File: src/dummy_params.svh
// Dummy-instruction insertion parameters
// Widths, LFSR feedback taps, LFSR reload values and RV32 encodings
`ifndef DUMMY_PARAMS_SVH
`define DUMMY_PARAMS_SVH

`define XLEN 32
`define CNT_W 64

// Feedback taps at bits 31, 21, 1 and 0
`define LFSR_TAPS 32'h8020_0003

// Nonzero reload values used at reset and on lockup
`define LFSR0_DEFAULT 32'hA5C3_1E69
`define LFSR1_DEFAULT 32'h3F2B_9D47
`define LFSR2_DEFAULT 32'h6E18_C0B5

`define OPCODE_OP 7'b0110011
`define OPCODE_BRANCH 7'b1100011

`define FUNCT3_ADD 3'b000
`define FUNCT3_AND 3'b111
`define FUNCT3_MUL 3'b000
`define FUNCT3_BLTU 3'b110

`define FUNCT7_ADD 7'b0000000
`define FUNCT7_AND 7'b0000000
`define FUNCT7_MUL 7'b0000001

`endif

File: src/dummy_pkg.sv
// Dummy-instruction insertion types
// Shared vector types and the dummy operation encoding

`include "dummy_params.svh"

package dummy_pkg;

  typedef logic [`XLEN-1:0] instr_t;
  typedef logic [`XLEN-1:0] word_t;
  typedef logic [4:0] reg_addr_t;

  // Frequency setting selects the upper bound on the dummy gap
  typedef logic [3:0] freq_t;
  typedef logic [6:0] gap_t;

  typedef logic [`CNT_W-1:0] counter_t;

  // Order matches the two select bits taken from LFSR0
  typedef enum logic [1:0] {
    OP_ADD  = 2'd0,
    OP_AND  = 2'd1,
    OP_MUL  = 2'd2,
    OP_BLTU = 2'd3
  } dummy_op_e;

endpackage

File: src/lfsr_state_if.sv
// LFSR state interface
// Carries the three LFSR values from the bank to the scheduler, encoder
// and ID stage, and the step strobes back from the ID stage

`timescale 1ns/1ps

interface lfsr_state_if;

  dummy_pkg::word_t lfsr0;
  dummy_pkg::word_t lfsr1;
  dummy_pkg::word_t lfsr2;

  // LFSR0 steps on a dummy load, LFSR1 and LFSR2 when a dummy leaves ID
  logic step0;
  logic step12;

  modport bank (output lfsr0, output lfsr1, output lfsr2, input step0, input step12);

  modport issue (input lfsr1, input lfsr2, output step0, output step12);

  modport sched (input lfsr0, input step0);

endinterface

File: src/dummy_lfsr.sv
// Seedable 32-bit Fibonacci LFSR
// A seed write wins over a step, and any zero result reloads RESET_VALUE
// so the register never locks up

`timescale 1ns/1ps
`include "dummy_params.svh"

module dummy_lfsr #(
  parameter dummy_pkg::word_t RESET_VALUE = `LFSR0_DEFAULT
) (
  input  logic             clk_i,
  input  logic             rst_ni,
  input  logic             step,
  input  logic             seed_we,
  input  dummy_pkg::word_t seed_wdata,
  output dummy_pkg::word_t value
);
  import dummy_pkg::*;

  word_t stepped;
  word_t value_d;

  assign stepped = {value[`XLEN-2:0], ^(value & `LFSR_TAPS)};

  always_comb begin
    value_d = value;
    if (seed_we) begin
      value_d = (seed_wdata == '0) ? RESET_VALUE : seed_wdata;
    end else if (step) begin
      value_d = (stepped == '0) ? RESET_VALUE : stepped;
    end
  end

  always_ff @(posedge clk_i) begin
    if (!rst_ni) begin
      value <= RESET_VALUE;
    end else begin
      value <= value_d;
    end
  end

endmodule

File: src/lfsr_bank.sv
// LFSR bank
// Three seedable LFSRs with one-hot seed steering. LFSR0 drives scheduling
// and encoding, LFSR1 and LFSR2 supply the dummy operands

`timescale 1ns/1ps
`include "dummy_params.svh"

module lfsr_bank (
  input  logic               clk_i,
  input  logic               rst_ni,
  input  logic [2:0]         seed_we,
  input  dummy_pkg::word_t   seed_wdata,
  lfsr_state_if.bank         lfsr
);

  dummy_lfsr #(.RESET_VALUE(`LFSR0_DEFAULT)) lfsr0_i (
    .clk_i      (clk_i),
    .rst_ni     (rst_ni),
    .step       (lfsr.step0),
    .seed_we    (seed_we[0]),
    .seed_wdata (seed_wdata),
    .value      (lfsr.lfsr0)
  );

  // The operand LFSRs advance together
  dummy_lfsr #(.RESET_VALUE(`LFSR1_DEFAULT)) lfsr1_i (
    .clk_i      (clk_i),
    .rst_ni     (rst_ni),
    .step       (lfsr.step12),
    .seed_we    (seed_we[1]),
    .seed_wdata (seed_wdata),
    .value      (lfsr.lfsr1)
  );

  dummy_lfsr #(.RESET_VALUE(`LFSR2_DEFAULT)) lfsr2_i (
    .clk_i      (clk_i),
    .rst_ni     (rst_ni),
    .step       (lfsr.step12),
    .seed_we    (seed_we[2]),
    .seed_wdata (seed_wdata),
    .value      (lfsr.lfsr2)
  );

endmodule

File: src/dummy_scheduler.sv
// Dummy scheduler
// Counts normal instructions accepted from fetch since the last dummy and
// raises dummy_due once the count reaches a random target below the bound

`timescale 1ns/1ps

module dummy_scheduler (
  input  logic                clk_i,
  input  logic                rst_ni,
  input  logic                rnddummy_en,
  input  dummy_pkg::freq_t    dummy_freq,
  input  logic                fetch_accept,
  lfsr_state_if.sched         lfsr,
  output logic                dummy_due
);
  import dummy_pkg::*;

  gap_t bound;
  gap_t target;
  gap_t gap_cnt_q;

  // Bound is 4, 8, 16, 32 or 64 depending on the highest set setting bit
  always_comb begin
    if (dummy_freq[3]) begin
      bound = 7'd64;
    end else if (dummy_freq[2]) begin
      bound = 7'd32;
    end else if (dummy_freq[1]) begin
      bound = 7'd16;
    end else if (dummy_freq[0]) begin
      bound = 7'd8;
    end else begin
      bound = 7'd4;
    end
  end

  assign target = lfsr.lfsr0[6:0] & (bound - 7'd1);

  // A seed write may lower the target below the count, so compare with >=
  assign dummy_due = rnddummy_en && (gap_cnt_q >= target);

  always_ff @(posedge clk_i) begin
    if (!rst_ni) begin
      gap_cnt_q <= '0;
    end else if (!rnddummy_en || lfsr.step0) begin
      gap_cnt_q <= '0;
    end else if (fetch_accept) begin
      gap_cnt_q <= gap_cnt_q + 7'd1;
    end
  end

endmodule

File: src/dummy_encoder.sv
// Dummy instruction encoder
// Builds an ADD, AND, MUL or BLTU word from LFSR0. The destination is
// always x0 and the branch form always has a zero offset

`timescale 1ns/1ps
`include "dummy_params.svh"

module dummy_encoder (
  lfsr_state_if.sched        lfsr,
  output dummy_pkg::instr_t  dummy_instr
);
  import dummy_pkg::*;

  dummy_op_e op;
  reg_addr_t rs1;
  reg_addr_t rs2;

  assign op  = dummy_op_e'(lfsr.lfsr0[31:30]);
  assign rs1 = lfsr.lfsr0[29:25];
  assign rs2 = lfsr.lfsr0[24:20];

  always_comb begin
    case (op)
      OP_ADD:  dummy_instr = {`FUNCT7_ADD, rs2, rs1, `FUNCT3_ADD, 5'd0, `OPCODE_OP};
      OP_AND:  dummy_instr = {`FUNCT7_AND, rs2, rs1, `FUNCT3_AND, 5'd0, `OPCODE_OP};
      OP_MUL:  dummy_instr = {`FUNCT7_MUL, rs2, rs1, `FUNCT3_MUL, 5'd0, `OPCODE_OP};
      // B-type with every immediate bit zero
      default: dummy_instr = {7'd0, rs2, rs1, `FUNCT3_BLTU, 5'd0, `OPCODE_BRANCH};
    endcase
  end

endmodule

File: src/id_issue_stage.sv
// ID issue stage
// Single ID register that merges dummy instructions into the fetched
// stream. Dummies take priority over fetch whenever the slot is free

`timescale 1ns/1ps

module id_issue_stage (
  input  logic               clk_i,
  input  logic               rst_ni,
  input  logic               if_valid,
  input  dummy_pkg::instr_t  if_instr,
  output logic               if_ready,
  input  logic               dummy_due,
  input  dummy_pkg::instr_t  dummy_instr,
  input  logic               id_ready,
  output logic               id_valid,
  output dummy_pkg::instr_t  id_instr,
  output logic               id_dummy,
  output dummy_pkg::word_t   operand_a,
  output dummy_pkg::word_t   operand_b,
  output logic               fetch_accept,
  output logic               retire_normal,
  lfsr_state_if.issue        lfsr
);

  logic slot_free;
  logic load_dummy;
  logic id_leave;

  assign slot_free    = !id_valid || id_ready;
  assign load_dummy   = slot_free && dummy_due;
  assign if_ready     = slot_free && !dummy_due;
  assign fetch_accept = if_valid && if_ready;
  assign id_leave     = id_valid && id_ready;

  assign retire_normal = id_leave && !id_dummy;
  assign lfsr.step0    = load_dummy;
  assign lfsr.step12   = id_leave && id_dummy;

  always_ff @(posedge clk_i) begin
    if (!rst_ni) begin
      id_valid <= 1'b0;
      id_dummy <= 1'b0;
    end else if (slot_free) begin
      id_valid <= load_dummy || fetch_accept;
      id_dummy <= load_dummy;
    end
  end

  // Payload only changes on a load, so it holds under back-pressure
  always_ff @(posedge clk_i) begin
    if (load_dummy) begin
      id_instr  <= dummy_instr;
      operand_a <= lfsr.lfsr1;
      operand_b <= lfsr.lfsr2;
    end else if (fetch_accept) begin
      id_instr  <= if_instr;
      operand_a <= '0;
      operand_b <= '0;
    end
  end

endmodule

File: src/perf_counters.sv
// Performance counters
// mcycle counts every cycle after reset. minstret counts normal
// instructions leaving ID and skips dummies

`timescale 1ns/1ps

module perf_counters (
  input  logic                 clk_i,
  input  logic                 rst_ni,
  input  logic                 retire_normal,
  output dummy_pkg::counter_t  mcycle,
  output dummy_pkg::counter_t  minstret
);
  import dummy_pkg::*;

  always_ff @(posedge clk_i) begin
    if (!rst_ni) begin
      mcycle <= '0;
    end else begin
      mcycle <= mcycle + counter_t'(1);
    end
  end

  always_ff @(posedge clk_i) begin
    if (!rst_ni) begin
      minstret <= '0;
    end else if (retire_normal) begin
      minstret <= minstret + counter_t'(1);
    end
  end

endmodule

File: src/dummy_insert_unit.sv
// Dummy-instruction insertion unit
// Sits between fetch and decode, inserting randomized dummy instructions
// at random gaps. Also holds mcycle and minstret

`timescale 1ns/1ps

module dummy_insert_unit (
  input  logic                 clk_i,
  input  logic                 rst_ni,
  input  logic                 rnddummy_en,
  input  dummy_pkg::freq_t     dummy_freq,
  input  logic [2:0]           seed_we,
  input  dummy_pkg::word_t     seed_wdata,
  input  logic                 if_valid,
  input  dummy_pkg::instr_t    if_instr,
  output logic                 if_ready,
  input  logic                 id_ready,
  output logic                 id_valid,
  output dummy_pkg::instr_t    id_instr,
  output logic                 id_dummy,
  output dummy_pkg::word_t     operand_a,
  output dummy_pkg::word_t     operand_b,
  output dummy_pkg::counter_t  mcycle,
  output dummy_pkg::counter_t  minstret
);
  import dummy_pkg::*;

  logic   dummy_due;
  logic   fetch_accept;
  logic   retire_normal;
  instr_t dummy_instr;

  lfsr_state_if lfsr_if ();

  lfsr_bank lfsr_bank_i (
    .clk_i, .rst_ni, .seed_we, .seed_wdata, .lfsr(lfsr_if.bank)
  );

  dummy_scheduler scheduler_i (
    .clk_i, .rst_ni, .rnddummy_en, .dummy_freq, .fetch_accept,
    .lfsr(lfsr_if.sched), .dummy_due
  );

  dummy_encoder encoder_i (.lfsr(lfsr_if.sched), .dummy_instr);

  id_issue_stage issue_i (
    .clk_i, .rst_ni, .if_valid, .if_instr, .if_ready, .dummy_due, .dummy_instr,
    .id_ready, .id_valid, .id_instr, .id_dummy, .operand_a, .operand_b,
    .fetch_accept, .retire_normal, .lfsr(lfsr_if.issue)
  );

  perf_counters counters_i (.clk_i, .rst_ni, .retire_normal, .mcycle, .minstret);

endmodule

File: config.mk
export PLATFORM = sky130hd
export DESIGN_NAME = dummy_insert_unit
export DESIGN_NICKNAME = d
export VERILOG_FILES = /design/src/dummy_pkg.sv /design/src/lfsr_state_if.sv /design/src/dummy_lfsr.sv /design/src/lfsr_bank.sv /design/src/dummy_scheduler.sv /design/src/dummy_encoder.sv /design/src/id_issue_stage.sv /design/src/perf_counters.sv /design/src/dummy_insert_unit.sv
export VERILOG_INCLUDE_DIRS = /design/src
export SDC_FILE = /design/constraint.sdc
export NUM_CORES = 1
export LEC_CHECK = 0
export BUFFER_PORTS_ARGS = -buffer_cell sky130_fd_sc_hd__buf_2
export CAP_MARGIN = 20
export CORE_MARGIN = 3
export CORE_UTILIZATION = 41
export CTS_CLUSTER_SIZE = 16
export DETAILED_ROUTE_END_ITERATION = 7
export GPL_TIMING_DRIVEN = 0
export PLACE_DENSITY = 0.62
export SETUP_SLACK_MARGIN = 0.1
export SYNTH_ARGS = -nofsm -noshare
export SYNTH_HDL_FRONTEND = slang
export SYNTH_SLANG_ARGS = --single-unit
File: constraint.sdc
create_clock -name clk_i -period 16 [get_ports clk_i]
set_input_delay 1.6 -clock clk_i [delete_from_list [all_inputs] [get_ports clk_i]]
set_output_delay 1.6 -clock clk_i [all_outputs]
set_load 0.02 [all_outputs]
* After elaboration in Yosys (flattened, before gate mapping)
Index checks and enable logic that the tools add are counted.
** Word-level totals
- Input port bits :: 76
- Logic and storage cells :: 69
- Output and inout port bits :: 227
- Register bits after elaboration :: 329
** Cells by class
- Bitwise logic cells :: 2
- Multiplexer cells :: 22
- Add/sub/neg operators :: 4
- Reduce and logical (&&, ||, !) cells :: 27
- Magnitude comparators :: 1
- Eq/ne operators :: 2
** Operator list (count)
- $mux 32 :: 17
- $add 64x1->64 const B :: 2
- $logic_not 32->1 :: 4
- $reduce_xor 32->1 :: 3
- $pmux 26 s3 :: 1
- $mux 7 :: 3
- $reduce_bool 2->1 :: 4
- $add 7x1->7 const B :: 1
- $and 7x7->7 :: 1
- $ge 7x7->1 :: 1
- $logic_and 1x1->1 :: 7
- $sub 7x1->7 const B :: 1
- $logic_not 1->1 :: 4
- $mux 4 :: 1
- $logic_or 1x1->1 :: 3
- $eq 2x1->1 const B :: 1
- $eq 2x2->1 const B :: 1
- $logic_not 2->1 :: 1
- $reduce_or 2->1 :: 1
- $not 1->1 :: 1

* Logic depth before layout (Yosys ltp)
- Word-level depth :: 13
- Depth in mapped cells :: 13
- Gate-level depth less buffers :: 11

* Modules after synthesis
From an unflattened synthesis, not the netlist that was laid out.
** Unflattened totals
- Cell total of the unflattened synthesis :: 1562
- Area total of the unflattened synthesis :: 15879.0 um^2
** Modules (own cells, without submodules)
- perf_counters :: cells an instance 712, times used 1, area an instance 5995.8 um^2, seq. area each 2562.5 um^2
- id_issue_stage :: cells an instance 217, times used 1, area an instance 3975.1 um^2, seq. area each 2922.8 um^2
- dummy_lfsr at lfsr_bank_i.lfsr0_i :: cells an instance 187, times used 1, area an instance 1745.4 um^2, seq. area each 640.6 um^2
- dummy_lfsr at lfsr_bank_i.lfsr1_i :: cells an instance 185, times used 1, area an instance 1740.4 um^2, seq. area each 640.6 um^2
- dummy_lfsr at lfsr_bank_i.lfsr2_i :: cells an instance 172, times used 1, area an instance 1722.9 um^2, seq. area each 640.6 um^2
- dummy_scheduler :: cells an instance 55, times used 1, area an instance 459.2 um^2, seq. area each 140.1 um^2
- dummy_encoder :: cells an instance 34, times used 1, area an instance 240.2 um^2, seq. area each 0.0 um^2

* Worst setup path after synthesis
OpenSTA, ideal clock, no wires.
- Kind :: input to register
- Start point :: in dummy_freq[1]
- End point :: reg issue_i.id_instr[0], enable pin
- Setup slack :: 9650 ps
- Arrival :: 5443 ps
- Buffers on the path :: 3
- Stages on the path :: 11
- Required time :: 15092 ps
- Setup time :: 908 ps
- Path through :: nor3_1 > nand2b_1 > ha_1 > nand2b_1 > ha_1 > a2111o_1 > clkbuf_1 > a31oi_1 > buf_2 > buf_2 > nand2_1
** On the way
- Cells in the longest elaborated chain, start to end :: 11
- Elaborated cells between the ends (all ways) :: 12
- Classes of those cells :: add/sub (1); order compare (1); mux (3); bitwise (1); reduce/logical (6)
** Ends and longest elaborated chain
- from (decl) :: RTL line dummy_insert_unit.sv:11 : input dummy_pkg::freq_t dummy_freq,
- $mux 7 (*) :: RTL line dummy_scheduler.sv:28 : end else if (dummy_freq[1]) begin
- $mux 7 (*) :: RTL line dummy_scheduler.sv:26 : end else if (dummy_freq[2]) begin
- $mux 7 (*) :: RTL line dummy_scheduler.sv:24 : if (dummy_freq[3]) begin
- $sub 7x1->7 (*) :: RTL line dummy_scheduler.sv:37 : assign target = lfsr.lfsr0[6:0] & (bound - 7'd1);
- $and 7x7->7 (*) :: RTL line dummy_scheduler.sv:37
- $ge 7x7->1 (*) :: RTL line dummy_scheduler.sv:40 : assign dummy_due = rnddummy_en && (gap_cnt_q >= target);
- $logic_and 1x1->1 (*) :: RTL line dummy_scheduler.sv:40
- $logic_not 1->1 :: RTL line id_issue_stage.sv:32 : assign if_ready = slot_free && !dummy_due;
- $logic_and 1x1->1 :: RTL line id_issue_stage.sv:32
- $logic_and 1x1->1 :: RTL line id_issue_stage.sv:33 : assign fetch_accept = if_valid && if_ready;
- $reduce_bool 2->1 (no line) (*)
- to (signal assigned) :: RTL line id_issue_stage.sv:53 : id_instr <= dummy_instr;
- to (signal assigned) :: RTL line id_issue_stage.sv:57 : id_instr <= if_instr;
- to (decl) :: RTL line id_issue_stage.sv:17 : output dummy_pkg::instr_t id_instr,
Mark *: on every way between the ends. The rest lies on a longest branch, timed or not.
A chain may end at the register's enable or synchronous reset.

* Final worst setup path
- Start point :: in dummy_freq[2]
- End point :: out if_ready
** On the way
- Cells in the longest elaborated chain, start to end :: 8
** Ends and longest elaborated chain
- $mux 7 :: RTL line dummy_scheduler.sv:26
- $mux 7 :: RTL line dummy_scheduler.sv:24
- $sub 7x1->7 :: RTL line dummy_scheduler.sv:37
- $and 7x7->7 :: RTL line dummy_scheduler.sv:37
- $ge 7x7->1 :: RTL line dummy_scheduler.sv:40
- $logic_and 1x1->1 :: RTL line dummy_scheduler.sv:40
- $logic_not 1->1 :: RTL line id_issue_stage.sv:32
- $logic_and 1x1->1 :: RTL line id_issue_stage.sv:32
- to (decl) :: RTL line dummy_insert_unit.sv:16 : output logic if_ready,
No other way between the ends.

==> metrics.txt <==
count leader, synth dfxtp_1; DR DRC count 0; via count between 10000 and 15000; placed cells roughly 2400; Syn Nets approximately 1700; Reg clk slew, reported paths roughly 0.060 ns; crit end category primary output; GRT Max-Usage Layer met2; hold_ws between 0.4 and 0.5 ns; Design Power between 1.5 and 2 mW; Initial Utilization 0.417; area grow syn2layout 22.3%; Placeable Area roughly 0.036 sq mm; Setup-failing EPs final 0; multi-input logic area between 0.006 and 0.007 sq mm; Top FF cell, synth dfxtp_1; routing usage on met1 0.316; Fin. Hold Viols 0; CP Launch Type input port; Die X-Extent between 150 and 200 microns; first-pass GRT wire length 73.7 mm; Die H roughly 200 microns; Post-CTS Setup Bufs 0; row count 69; synth unique cells 66; Worst Path Arrival approximately 4 ns; GRT Overall Usage 0.236; RSZ-0062 raised after global routing false; drt pass-1 iters 6; Fin Setup TNS 0 ns; asr flop ratio synth 0; met2 Usage GRT 0.381; Ys Warns 0; proportion of layout cells with a drive suffix above 1 0.193; crit path max fanout 8; port buffer count ~300; Root Driver clkbuf_16; Avg WL per Cell about 19 microns; GRT overflow 0; grt met3 use 0.0491; Final Util 0.511; area leader, netlist dfxtp_1; num ports roughly 300; ANT nets after route 0; Finished Layout Cells around 2500; HPWL after detailed placement around 35 mm; final worst-path cycle share 0.351; vias per inst around 5.7; max_cap viols 0; DRT iter0 DRCs around 1100; post-synth top area share 0.313; Commonest cells post-synth 233 x dfxtp_1, 201 x a21oi_1, 167 x nand2_1; Mapped Area roughly 0.015 sq mm; EDFF count, synth 96; GPL Wtd Cong around 0.92; Slew headroom 0.317; sequential share of the synthesized area 0.506; Clock Skews approximately 0.020 ns; cell area power density around 110 mW/mm^2; post-cts sizing count 0; Final nets between 2000 and 2500; CP required 14.40 ns; Static Leak about 7 nW; TritonCTS clock tree built; Post-Syn Area per Cell between 9 and 10 sq um; final WL between 40 and 50 mm; largest net degree at the start of global routing 69; Clock Path Buffers 3; cells after synthesis ~1600; Slew Limit Fails 0; Seq cells post-synth 329; fmax roughly 180 MHz; worst min-delay path category register to register; Reg area between 0.007 and 0.008 sq mm; Worst Setup Path Type input port to primary output; cts hold-fix bufs 0; TritonCTS buffer count 37; Die ar. just under 0.04 sq mm; vias in the first global route 13100; Final min period roughly 5.6 ns; antenna violations before repair 5; top post-synthesis cells by area dfxtp_1 31%, edfxtp_1 19%, a21oi_1 6.7%, nand2_1 4.2%, and2_1 3.5%; Worst-Skew Late Latency between 0.5 and 0.6 ns; # H-tree levels 2; Max VDD drop between 0.00007 and 0.00008 V; fill count about 3400; clock sink count 329; worst-margin pin slew 1.02 ns; status finished, final reports clean
[flip-flops by register name, summed over array words and instances (netlist names), 32 cells and up]
name,cells
counters_i.minstret,64
lfsr_bank_i.lfsr0_i.value,32
counters_i.mcycle,64
issue_i.operand_a,32
issue_i.operand_b,32
issue_i.id_instr,32
lfsr_bank_i.lfsr2_i.value,32
lfsr_bank_i.lfsr1_i.value,32
[metrics by stage]
stage / instance area, sq um / worst slack, ns
3_5_place_dp: 17000 / 10.10
3_3_place_gp: 17000 / 7.67
6_report: 18200 / 10.39
4_1_cts: 18200 / 10.42
2_1_floorplan: 14900 / 9.65
5_1_grt: 18200 / 10.10
[report_power, final]
group | total [mW] | switching, mW | internal (mW)
registers | 0.924 | 0.0258 | 0.898
logic | 0.163 | 0.109 | 0.0544
clock network | 0.850 | 0.344 | 0.506
total | 1.94 | 0.479 | 1.46
[cells by family after synthesis]
group	synth area share
flip-flops	0.506
adder cells (fa/ha/maj)	0.00923
buffers and inverters	0.0349
AND/OR/NAND/NOR	0.245
multiplexers	0.00344
XOR/XNOR	0.0335
AO/OA/AOI/OAI	0.168
[final timing paths]
kind | start | end | slack [ns] | cells past startpoint
max | dummy_freq[2] | if_ready | 10.39 | 13
min | counters_i.minstret[63] | counters_i.minstret[63] | 0.48 | 2
max reg2reg | scheduler_i.gap_cnt_q[0] | issue_i.operand_a[5] | 12.01 | 10
min reg2reg | counters_i.minstret[63] | counters_i.minstret[63] | 0.48 | 2
[layer usage]
metal / vias to the layer above / wire length, microns
met3: 114 / 3720
met4: 8 / 1750
li1: 6705 / -
met1: 6708 / 20300
met5: - / 50
met2: 530 / 21900
[layout by cell type, fill, tap and decap left out, types with 50 or more instances in the layout]
| cell type | count |
|---|---|
| a21oi_1 | 201 |
| o21ai_0 | 100 |
| nand2_1 | 166 |
| clkbuf_1 | 94 |
| dfxtp_1 | 233 |
| and2_1 | 83 |
| nor2_1 | 117 |
| buf_2 | 302 |
| edfxtp_1 | 96 |
| nand4_1 | 50 |
[critical path: stages]
cell and delay, ns:
buf_2 0.12, nor3_1 0.30, nand2b_1 0.14, ha_1 0.21
mux2_2 0.22, nand2_1 0.05, ha_1 0.29, nand4_1 0.09
a21oi_1 0.51, nand2_1 0.11, o21ai_0 0.13, nor2_1 0.06
buf_2 0.18
[area by class of cell]
class | count | share of cell area
clock inverters | 16 | 0.00775
diodes | 1 | 0.000137
well taps | 461 | 0.0316
clock buffers | 51 | 0.0592
multi-input cells | 1185 | 0.376
flip-flops and latches | 329 | 0.414
plain buffers | 104 | 0.0230
repair buffers | 300 | 0.0835
inverters | 27 | 0.00555
No activity file was read; power rests on OpenSTA's default activity.
